File: config.mk
export PLATFORM = sky130hd
export DESIGN_NAME = fetch_top
export DESIGN_NICKNAME = d
export VERILOG_FILES = /design/src/design/fetch_pkg.sv /design/src/design/imem_if.sv /design/src/design/fetch_top.sv /design/src/design/fetch_unit.sv /design/src/design/inst_mem.sv /design/src/design/seq_num_alloc.sv
export SDC_FILE = /design/constraint.sdc
export NUM_CORES = 1
export LEC_CHECK = 0
export CAP_MARGIN = 10
export CORE_MARGIN = 4
export CORE_UTILIZATION = 50
export CTS_BUF_LIST = sky130_fd_sc_hd__clkbuf_4
export CTS_CLUSTER_SIZE = 12
export DETAILED_ROUTE_END_ITERATION = 8
export DONT_BUFFER_PORTS = 1
export HOLD_SLACK_MARGIN = 0.03
export PLACE_DENSITY_LB_ADDON = 0.3
export SYNTH_ARGS = -nofsm -noshare
export SYNTH_HDL_FRONTEND = slang
export SYNTH_SLANG_ARGS = --single-unit
File: constraint.sdc
create_clock -name clk -period 3.7 [get_ports clk]
set_clock_uncertainty 0.05 [all_clocks]
set_input_delay 0.74 -clock clk [delete_from_list [all_inputs] [get_ports clk]]
set_output_delay 0.74 -clock clk [all_outputs]
set_load 0.01 [all_outputs]
File: src/design/inst_mem.hex
// Instruction memory image, one 32-bit word per line in hex
// Line n holds word index n, fetched at PC 4*n modulo the depth
00100093
00200113
002081b3
40118233
0041a2a3
0051a303
00628393
00739413
0083f4b3
00946533
00a4e5b3
00b54633
00c5a6b3
00d62733
fe0008e3
0000006f

File: src/design/fetch_pkg.sv
/*
 * Shared definitions of the fetch front end
 * Data width, reset PC and instruction memory geometry
 */

package fetch_pkg;

  // --------------------------------------------------
  // Datapath
  // --------------------------------------------------

  // Width of a PC and of an instruction word
  localparam int xlen = 32;

  // First fetch address after reset
  localparam logic [xlen-1:0] reset_pc = '0;

  // --------------------------------------------------
  // Instruction memory
  // --------------------------------------------------

  // Depth in words, addresses wrap modulo this
  localparam int mem_words = 16;

  // Word index width
  localparam int addr_bits = $clog2(mem_words);

  // Byte offset inside a word
  // 32-bit words, so the low two address bits are dropped
  localparam int byte_bits = 2;

  // PC step between sequential fetches
  localparam logic [xlen-1:0] pc_step = xlen'(4);

  // Contents of the instruction memory
  localparam string mem_file = "/design/src/design/inst_mem.hex";

endpackage

File: src/design/imem_if.sv
/*
 * Request and response channel between fetch and instruction memory
 */

`timescale 1ns/1ps

interface imem_if #(
  parameter int p_opaq_bits = 4
);
  import fetch_pkg::*;

  // Request, taken whenever req_val is high
  logic                   req_val;
  logic [xlen-1:0]        req_addr;
  logic [p_opaq_bits-1:0] req_opaq;

  // Response, fixed latency, in request order
  logic                   resp_val;
  logic [xlen-1:0]        resp_data;
  logic [p_opaq_bits-1:0] resp_opaq;

  modport fetcher (
    output req_val, req_addr, req_opaq,
    input  resp_val, resp_data, resp_opaq
  );

  modport memory (
    input  req_val, req_addr, req_opaq,
    output resp_val, resp_data, resp_opaq
  );

endinterface

File: src/design/fetch_top.sv
/*
 * Front end top level
 * Fetch unit and instruction memory joined by the memory channel
 */

`timescale 1ns/1ps

module fetch_top #(
  parameter int p_seq_num_bits  = 3,
  parameter int p_opaq_bits     = 4,
  parameter int p_max_in_flight = 4,
  parameter int p_mem_latency   = 2
) (
  input  logic                       clk,
  input  logic                       reset,
  // Decode channel
  output logic                       d_val,
  input  logic                       d_rdy,
  output logic [fetch_pkg::xlen-1:0] d_inst,
  output logic [fetch_pkg::xlen-1:0] d_pc,
  output logic [p_seq_num_bits-1:0]  d_seq_num,
  // Commit notification
  input  logic                       commit_val,
  input  logic [p_seq_num_bits-1:0]  commit_seq_num,
  // Squash notification
  input  logic                       squash_val,
  input  logic [p_seq_num_bits-1:0]  squash_seq_num,
  input  logic [fetch_pkg::xlen-1:0] squash_target
);

  // Memory channel
  imem_if #(
    .p_opaq_bits (p_opaq_bits)
  ) mem_bus ();

  fetch_unit #(
    .p_seq_num_bits  (p_seq_num_bits),
    .p_opaq_bits     (p_opaq_bits),
    .p_max_in_flight (p_max_in_flight)
  ) fetch0 (
    .clk            (clk),
    .reset          (reset),
    .mem            (mem_bus.fetcher),
    .d_val          (d_val),
    .d_rdy          (d_rdy),
    .d_inst         (d_inst),
    .d_pc           (d_pc),
    .d_seq_num      (d_seq_num),
    .commit_val     (commit_val),
    .commit_seq_num (commit_seq_num),
    .squash_val     (squash_val),
    .squash_seq_num (squash_seq_num),
    .squash_target  (squash_target)
  );

  inst_mem #(
    .p_mem_latency (p_mem_latency),
    .p_opaq_bits   (p_opaq_bits)
  ) imem0 (
    .clk   (clk),
    .reset (reset),
    .bus   (mem_bus.memory)
  );

endmodule

File: src/design/fetch_unit.sv
/*
 * Fetch unit with PC generation, in-flight limit, PC queue and response buffer,
 * epoch filtering of stale responses and the decode val/rdy output
 */

`timescale 1ns/1ps

module fetch_unit #(
  parameter int p_seq_num_bits  = 3,
  parameter int p_opaq_bits     = 4,
  parameter int p_max_in_flight = 4
) (
  input  logic                      clk,
  input  logic                      reset,
  imem_if.fetcher                   mem,
  output logic                      d_val,
  input  logic                      d_rdy,
  output logic [fetch_pkg::xlen-1:0] d_inst,
  output logic [fetch_pkg::xlen-1:0] d_pc,
  output logic [p_seq_num_bits-1:0] d_seq_num,
  input  logic                      commit_val,
  input  logic [p_seq_num_bits-1:0] commit_seq_num,
  input  logic                      squash_val,
  input  logic [p_seq_num_bits-1:0] squash_seq_num,
  input  logic [fetch_pkg::xlen-1:0] squash_target
);
  import fetch_pkg::*;

  localparam int idx_bits = (p_max_in_flight > 1) ? $clog2(p_max_in_flight) : 1;
  localparam int cnt_bits = $clog2(p_max_in_flight + 1);

  // Next slot in the ring
  // Depth need not be a power of two
  function automatic logic [idx_bits-1:0] ring_inc(input logic [idx_bits-1:0] p);
    if (p == idx_bits'(p_max_in_flight - 1))
      return '0;
    return p + idx_bits'(1);
  endfunction

  // --------------------------------------------------
  // State
  // --------------------------------------------------

  logic [xlen-1:0]        pc_q;
  logic [p_opaq_bits-1:0] epoch_q;
  logic [cnt_bits-1:0]    in_flight_q;
  logic [cnt_bits-1:0]    buf_count_q;

  // One ring holds both queues
  // PC written at request, word written at response
  logic [xlen-1:0] pc_ring   [p_max_in_flight];
  logic [xlen-1:0] inst_ring [p_max_in_flight];

  // Request tail, response pointer, delivery head
  logic [idx_bits-1:0] tail_q;
  logic [idx_bits-1:0] resp_ptr_q;
  logic [idx_bits-1:0] head_q;

  logic req_fire;
  logic resp_keep;
  logic resp_drop;
  logic deliver;
  logic seq_avail;

  // --------------------------------------------------
  // Handshakes
  // --------------------------------------------------

  // No new request while squashing or at the in-flight limit
  assign req_fire = !squash_val && (in_flight_q < cnt_bits'(p_max_in_flight));

  // Squash cycle drops everything that arrives
  assign resp_keep = mem.resp_val && !squash_val && (mem.resp_opaq == epoch_q);
  assign resp_drop = mem.resp_val && !resp_keep;

  assign mem.req_val  = req_fire;
  assign mem.req_addr = pc_q;
  assign mem.req_opaq = epoch_q;

  // Decode output from the ring head
  assign d_val   = (buf_count_q != '0) && seq_avail && !squash_val;
  assign d_inst  = inst_ring[head_q];
  assign d_pc    = pc_ring[head_q];
  assign deliver = d_val && d_rdy;

  seq_num_alloc #(
    .p_seq_num_bits (p_seq_num_bits)
  ) seq_alloc (
    .clk            (clk),
    .reset          (reset),
    .alloc          (deliver),
    .avail          (seq_avail),
    .seq_num        (d_seq_num),
    .commit_val     (commit_val),
    .commit_seq_num (commit_seq_num),
    .squash_val     (squash_val),
    .squash_seq_num (squash_seq_num)
  );

  // --------------------------------------------------
  // Control
  // --------------------------------------------------

  always_ff @(posedge clk) begin
    if (reset) begin
      pc_q        <= reset_pc;
      epoch_q     <= '0;
      in_flight_q <= '0;
      buf_count_q <= '0;
      tail_q      <= '0;
      resp_ptr_q  <= '0;
      head_q      <= '0;
    end else begin
      // Responses stay in order and stale ones only advance the pointer
      if (mem.resp_val)
        resp_ptr_q <= ring_inc(resp_ptr_q);

      if (squash_val) begin
        pc_q        <= squash_target;
        epoch_q     <= epoch_q + p_opaq_bits'(1);
        // Buffered words are gone while stale requests count until they return
        in_flight_q <= in_flight_q - buf_count_q - cnt_bits'(mem.resp_val);
        buf_count_q <= '0;
        head_q      <= tail_q;
      end else begin
        if (req_fire) begin
          pc_q   <= pc_q + pc_step;
          tail_q <= ring_inc(tail_q);
        end
        if (deliver)
          head_q <= ring_inc(head_q);
        in_flight_q <= in_flight_q + cnt_bits'(req_fire) - cnt_bits'(deliver)
                       - cnt_bits'(resp_drop);
        buf_count_q <= buf_count_q + cnt_bits'(resp_keep) - cnt_bits'(deliver);
      end
    end
  end

  // Ring payload
  always_ff @(posedge clk) begin
    if (req_fire)
      pc_ring[tail_q] <= pc_q;
    if (resp_keep)
      inst_ring[resp_ptr_q] <= mem.resp_data;
  end

endmodule

File: src/design/inst_mem.sv
/*
 * Read-only instruction memory with a fixed-latency read pipeline
 */

`timescale 1ns/1ps

module inst_mem #(
  parameter int p_mem_latency = 2,
  parameter int p_opaq_bits   = 4
) (
  input  logic   clk,
  input  logic   reset,
  imem_if.memory bus
);
  import fetch_pkg::*;

  // --------------------------------------------------
  // Storage
  // --------------------------------------------------

  logic [xlen-1:0] rom [mem_words];

  initial begin
    $readmemh(mem_file, rom);
  end

  // Word index, upper address bits wrap around the depth
  logic [addr_bits-1:0] word_idx;

  assign word_idx = bus.req_addr[addr_bits+byte_bits-1:byte_bits];

  // --------------------------------------------------
  // Read pipeline
  // --------------------------------------------------

  logic                   val_q  [p_mem_latency];
  logic [xlen-1:0]        data_q [p_mem_latency];
  logic [p_opaq_bits-1:0] opaq_q [p_mem_latency];

  // Valid bits
  always_ff @(posedge clk) begin
    if (reset) begin
      for (int i = 0; i < p_mem_latency; i++)
        val_q[i] <= 1'b0;
    end else begin
      val_q[0] <= bus.req_val;
      for (int i = 1; i < p_mem_latency; i++)
        val_q[i] <= val_q[i-1];
    end
  end

  // Payload, word and tag travel with the valid bit
  always_ff @(posedge clk) begin
    data_q[0] <= rom[word_idx];
    opaq_q[0] <= bus.req_opaq;
    for (int i = 1; i < p_mem_latency; i++) begin
      data_q[i] <= data_q[i-1];
      opaq_q[i] <= opaq_q[i-1];
    end
  end

  assign bus.resp_val  = val_q[p_mem_latency-1];
  assign bus.resp_data = data_q[p_mem_latency-1];
  assign bus.resp_opaq = opaq_q[p_mem_latency-1];

endmodule

File: src/design/seq_num_alloc.sv
/*
 * In-order sequence number allocator
 * Numbers are handed out at delivery, released by commit, rolled back by squash
 */

`timescale 1ns/1ps

module seq_num_alloc #(
  parameter int p_seq_num_bits = 3
) (
  input  logic                      clk,
  input  logic                      reset,
  input  logic                      alloc,
  output logic                      avail,
  output logic [p_seq_num_bits-1:0] seq_num,
  input  logic                      commit_val,
  input  logic [p_seq_num_bits-1:0] commit_seq_num,
  input  logic                      squash_val,
  input  logic [p_seq_num_bits-1:0] squash_seq_num
);

  // Live count needs one extra bit to reach the full range
  localparam int cnt_w = p_seq_num_bits + 1;
  localparam logic [cnt_w-1:0] num_seq = cnt_w'(2 ** p_seq_num_bits);

  logic [p_seq_num_bits-1:0] next_q;
  logic [p_seq_num_bits-1:0] oldest_q;
  logic [cnt_w-1:0]          live_q;

  logic                      commit_fire;
  logic [p_seq_num_bits-1:0] squash_dist;

  // Commit only counts when it names the oldest live number
  assign commit_fire = commit_val && (commit_seq_num == oldest_q) && (live_q != '0);

  // Distance from oldest to the squashing instruction, which stays live
  assign squash_dist = squash_seq_num - oldest_q;

  assign avail   = (live_q < num_seq);
  assign seq_num = next_q;

  always_ff @(posedge clk) begin
    if (reset) begin
      next_q   <= '0;
      oldest_q <= '0;
      live_q   <= '0;
    end else begin
      // Oldest only ever moves by commit
      if (commit_fire)
        oldest_q <= oldest_q + p_seq_num_bits'(1);

      if (squash_val) begin
        // Younger numbers are killed
        next_q <= squash_seq_num + p_seq_num_bits'(1);
        live_q <= cnt_w'(squash_dist) + cnt_w'(1) - cnt_w'(commit_fire);
      end else begin
        next_q <= next_q + p_seq_num_bits'(alloc);
        live_q <= live_q + cnt_w'(alloc) - cnt_w'(commit_fire);
      end
    end
  end

endmodule

Word level (Yosys, flattened, before mapping)
Memories as Yosys holds them, arrays and structs flattened. A register that Yosys moved wholly into a read port is not among the register bits.
Cells that the tools add are included.
{"block": "totals", "regBits": 58, "word_cells": 99, "output_inout_bits": 68, "ramBits": 330, "memories": 5}
{"name": "fetch0.inst_ring", "words": 4, "word_bits": 32, "rd": 1, "rd_clocked_by_memory_dff": 1, "write_ports": 1, "line": "fetch_unit.sv:52", "text": "logic [xlen-1:0] inst_ring [p_max_in_flight];"}
{"name": "fetch0.pc_ring", "words": 4, "word_bits": 32, "rd": 1, "rd_clocked_by_memory_dff": 1, "write_ports": 1, "line": "fetch_unit.sv:51", "text": "logic [xlen-1:0] pc_ring [p_max_in_flight];"}
{"name": "imem0.data_q", "words": 2, "word_bits": 32, "rd": 2, "rd_clocked_by_memory_dff": 0, "write_ports": 2, "line": "inst_mem.sv:37", "text": "logic [xlen-1:0] data_q [p_mem_latency];"}
{"name": "imem0.opaq_q", "words": 2, "word_bits": 4, "rd": 2, "rd_clocked_by_memory_dff": 0, "write_ports": 2, "line": "inst_mem.sv:38", "text": "logic [p_opaq_bits-1:0] opaq_q [p_mem_latency];"}
{"name": "imem0.val_q", "words": 2, "word_bits": 1, "rd": 2, "rd_clocked_by_memory_dff": 0, "write_ports": 2, "line": "inst_mem.sv:36", "text": "logic val_q [p_mem_latency];"}
{"block": "op_classes", "muxes": 37, "bitwise": 3, "n_reduce_logical": 17, "eq_ne": 5, "order_cmp": 2, "add_sub_neg": 20}
{"op": "32-bit two-way mux", "n": 2}
{"op": "32-bit by 3-bit adder with 32-bit output, second input constant", "n": 1}
{"op": "2-bit two-way mux", "n": 12}
{"op": "1-bit two-way mux", "n": 20}
{"op": "3-bit by 1-bit subtractor with 3-bit output", "n": 4}
{"op": "3-bit by 1-bit adder with 3-bit output", "n": 3}
{"op": "1-bit logical AND", "n": 9}
{"op": "4-bit by 1-bit subtractor with 4-bit output", "n": 2}
{"op": "2-bit by 1-bit adder with 2-bit output, second input constant", "n": 3}
{"op": "3-bit by 1-bit adder with 3-bit output, second input constant", "n": 2}
{"op": "2-bit equality test, second input constant", "n": 3}
{"op": "3-bit two-way mux", "n": 2}
{"op": "3-bit subtractor", "n": 2}
{"op": "3-bit by 1-bit adder with 4-bit output, second input constant", "n": 1}
{"op": "4-bit by 1-bit adder with 4-bit output", "n": 1}
{"op": "4-bit by 1-bit adder with 4-bit output, second input constant", "n": 1}
{"op": "4-bit equality test", "n": 1}
{"op": "4-bit less-than comparator, second input constant", "n": 1}
{"op": "4-bit two-way mux", "n": 1}
{"op": "2-bit nonzero test", "n": 2}
{"op": "4-bit nonzero test", "n": 1}
{"op": "3-bit equality test", "n": 1}
{"op": "3-bit less-than comparator, second input constant", "n": 1}
{"op": "3-bit nonzero test", "n": 1}
{"op": "other kinds (5)", "n": 7}

Logic depth before layout (Yosys ltp)
{"block": "logic_depth", "ltp_word": 12, "mapped_depth": 13, "mapped_depth_nobuf": 13}

Hierarchy
A second synthesis with hierarchy kept.
{"block": "hier_totals", "cells_unflattened": 818, "hier_area_um2": 13350.3}
{"mod": "fetch_unit", "n_inst": 1, "area_each_um2": 12136.6, "cells_per_inst": 689}
{"mod": "seq_num_alloc", "n_inst": 1, "area_each_um2": 726.9, "cells_per_inst": 80}
{"mod": "inst_mem", "n_inst": 1, "area_each_um2": 486.7, "cells_per_inst": 49}

Worst setup path after synthesis
OpenSTA, ideal clock, no wires.
{"block": "synth_path", "path_kind": "input to register", "start": "input squash_val", "end": "register fetch0.in_flight_q[2]", "t_required_ps": 3522, "path_slack_ps": 830, "cell_stages": 9, "arrival_time_ps": 2693, "path_buffers": 1, "cell_sequence": "or4b_1 clkbuf_1 fa_1 ha_1 ha_1 xnor2_1 mux2i_1 xnor2_1 nor2_1"}
{"block": "synth_between", "elab_chain_len": 7, "elab_cells_between_ends": 12, "classes_between": "3 x add/sub; 1 x mux; 8 x reduce/logical"}
{"item": "from (decl)", "line": "fetch_top.sv:26", "text": "input logic squash_val,"}
{"item": "branches (longest 6 deep; another with 3-bit by 1-bit adder with 3-bit output)"}
{"item": "3-bit two-way mux (*)", "line": "fetch_unit.sv:118", "text": "if (squash_val) begin"}
{"item": "to (signal assigned)", "line": "fetch_unit.sv:122", "text": "in_flight_q <= in_flight_q - buf_count_q - cnt_bits'(mem.resp_val);"}
{"item": "to (signal assigned)", "line": "fetch_unit.sv:132", "text": "in_flight_q <= in_flight_q + cnt_bits'(req_fire) - cnt_bits'(deliver)"}
{"item": "to (decl)", "line": "fetch_unit.sv:46", "text": "logic [cnt_bits-1:0] in_flight_q;"}
Mark *: on every way between the ends.
A chain may end at the register's enable or synchronous reset.

==> run_results.csv <==
group,metric,value,unit
logic_synthesis,synth_area_leader_cell,"edfxtp_1",
cts,cts_buffers,17,
place,numPortBuffers,0,
cts,cts_max_level,4,
cts,cts_setup_buffers,0,
global_route,grt_pass1_vias,4854,
logic_synthesis,async_flop_share,0,
place,place_hpwl,10800,um
pwr,p_leak,3.05,nW
worst_setup_path,end_kind,"output port",
place,gp_congestion,0.818,
global_route,grtUsageMet1,0.228,
global_route,gr-usage-met2,0.288,
cts,hold_buffers,0,
sta,rsz0062_at_grt,"false",
final_layout,layout.nets,689,
worst_setup_path,r2r_cells,12,
pwr,peakVddDrop,0.196,mV
sta,tns,0,ns
final_layout,design_area,8910,um2
die,die_area,19300,um2
logic_synthesis,synth_common_cells,"edfxtp_1, dfxtp_1, nor2_1",
detailed_routing,drt_iter0_markers,289,
sta,relSlewSlack,0.444,
logic_synthesis,synth-seq-area-share,0.606,
cts,tritoncts,"yes",
sta,clock.fmax,332,MHz
detailed_routing,vias,4825,
logic_synthesis,netlist_area,8590,um2
detailed_routing,vias_per_cell,5.68,
final_layout,diodes,0,
global_route,grtUsageTotal,0.175,
logic_synthesis,synth_edf_count,128,
global_route,grt_max_degree,62,
sta,layout_min_cycle_time,3.01,ns
die,core_area,16700,um2
die,die_w,139,um
logic_synthesis,synth_warnings,0,
sta,finalSetupViolCount,0,
logic_synthesis,yosysUniqueCellTypes,50,
cts,clockBufferDepth,2,
cts,clk_pin_slew,0.16,ns
place,postPlaceCellArea,8670,um2
hold_path,hold_depth,1,
worst_setup_path,path_class,"register to output port",
global_route,antenna_found_initial,0,
logic_synthesis,synth_most_common_cell,"edfxtp_1",
logic_synthesis,syn_avg_cell_area,13.8,um2
worst_setup_path,r2r-start,"fetch0.seq_alloc.live_q[2]",
logic_synthesis,synthCells,620,
global_route,grt_pass1_wl,26800,um
die,die_y,139,um
logic_synthesis,ys_ff_latch,196,
die,io-pin-count,111,
detailed_routing,ant_nets,0,
flow_run,max_cap_viol_count,0,
global_route,busiest_layer,"met2",
hold_path,holdPathEnd,"fetch0.seq_alloc.live_q[0]",
worst_setup_path,r2r_setup_slack,1.03,ns
detailed_routing,routedWlPerCell,19.3,um
detailed_routing,routed_wl,16400,um
sta,worst_pin_slew,0.834,ns
sta,fin_hold_ws,0.163,ns
final_layout,syn2layout_area_growth,3.79,%
run_status,status,"completed",
sta,finalHoldViolCount,0,
logic_synthesis,synth_flop_cell,"edfxtp_1",
die,start_util,0.514,
pwr,power.density,450,nW/um2
cts,clk_latency,0.57,ns
sta,maxSlewViolCount,0,
worst_setup_path,critPathRequiredTime,2.91,ns
worst_setup_path,cp.arrival,2.22,ns
die,num_rows,47,
cts,cts_resized,0,
worst_setup_path,setup.worst_path.start_class,"register",
final_layout,drive_gt1_frac,0.129,
detailed_routing,route.detailed.drc,0,
hold_path,hold_class,"input port to register",
global_route,grt-ovfl-total,0,
detailed_routing,firstDrtPassIters,7,
worst_setup_path,worstPathMaxFanout,17,
cts,clkSinkCount,196,
sta,layout_worst_path_cycle_share,0.814,
logic_synthesis,synth_area_leaders,"edfxtp_1, dfxtp_1, mux4_2, ha_1, buf_4",
logic_synthesis,synth_top_area_share,0.448,
hold_path,hold_path.startpoint,"reset",
cts,root_buffer,"clkbuf_4",
worst_setup_path,reg2reg_to,"fetch0.seq_alloc.live_q[2]",
global_route,use_met3,0.0441,
## report_power, final
group	internal, W	total [W]	switching, W	leakage [nW]
Sequential	0.00249	0.00259	0.000107	1.76
Combinational	0.000187	0.000429	0.000242	1.17
Clock	0.000280	0.000987	0.000707	0.122
## how the worst max path moves through the flow
stage / start / to / slack [ns]
floorplan: squash_val / fetch0.in_flight_q[2] / 0.83
global route: register / d_pc[31] / 0.49
finish: register / d_pc[31] / 0.69
detailed placement: squash_val / fetch0.in_flight_q[2] / 0.74
CTS: register / d_pc[31] / 0.56
global placement: squash_val / fetch0.in_flight_q[2] / 0.78
## cell usage in the layout, fill, tap and decap left out, types with 18 or more instances in the layout
| master | instances |
|---|---|
| inv_1 | 25 |
| dfxtp_1 | 67 |
| xnor2_1 | 19 |
| clkbuf_4 | 18 |
| mux4_2 | 32 |
| nand2_1 | 30 |
| nor2_1 | 46 |
| ha_1 | 24 |
| conb_1 | 32 |
| edfxtp_1 | 128 |
## layer usage
metal	vias to the layer above	wire, um
li1	2255	-
met1	2407	6840
met2	136	8260
met3	27	955
met4	0	320
met5	-	0
## layout make-up
type	count	area, um2
clock buffers	18	135
clock inverters	14	108
fillers	1440	7790
inverters	26	97.6
multi-input cells	366	2980
flip-flops and latches	196	5210
well taps	220	275
repair buffers	9	105
## cell families (layout without fill, tap and decap cells)
| group | count (synthesis) | count (layout) | synth area share |
|---|---|---|---|
| adder cells (fa/ha/maj) | 30 | 30 | 0.0490 |
| buffers and inverters | 89 | 67 | 0.0597 |
| multiplexers | 42 | 42 | 0.0957 |
| AND/OR/NAND/NOR | 160 | 160 | 0.100 |
| XOR/XNOR | 33 | 33 | 0.0337 |
| AO/OA/AOI/OAI | 69 | 69 | 0.0549 |
| flip-flops | 196 | 196 | 0.606 |
| other | 1 | 32 | 0.000437 |
## worst max-delay path, stage by stage, from the launching register on
cell	delay (ns)
dfxtp_2	0.76
buf_12	0.28
mux4_2	0.60
## state kept, by name (all words and copies together), names as in the netlist, named ones only
name / cells
fetch0.seq_alloc.live_q: 4
fetch0.buf_count_q: 3
fetch0.in_flight_q: 3
imem0.opaq_q: 8
fetch0.seq_alloc.oldest_q: 3
imem0.val_q: 2
fetch0.head_q: 2
fetch0.pc_ring: 128
fetch0.mem.req_opaq: 4
fetch0.mem.req_addr: 32
fetch0.seq_alloc.seq_num: 3
fetch0.tail_q: 2
## stage by stage
step	std cells	worst slack (ns)	total power, W	util
CTS	849	0.564	0.00406	0.534
detailed placement	817	0.738	0.00308	0.519
global route	849	0.486	0.00422	0.534
global placement	817	0.777	0.00305	0.519
finish	849	0.687	0.00401	0.534
floorplan	651	0.830	0.00299	-
(Power assumes the default switching activity.)
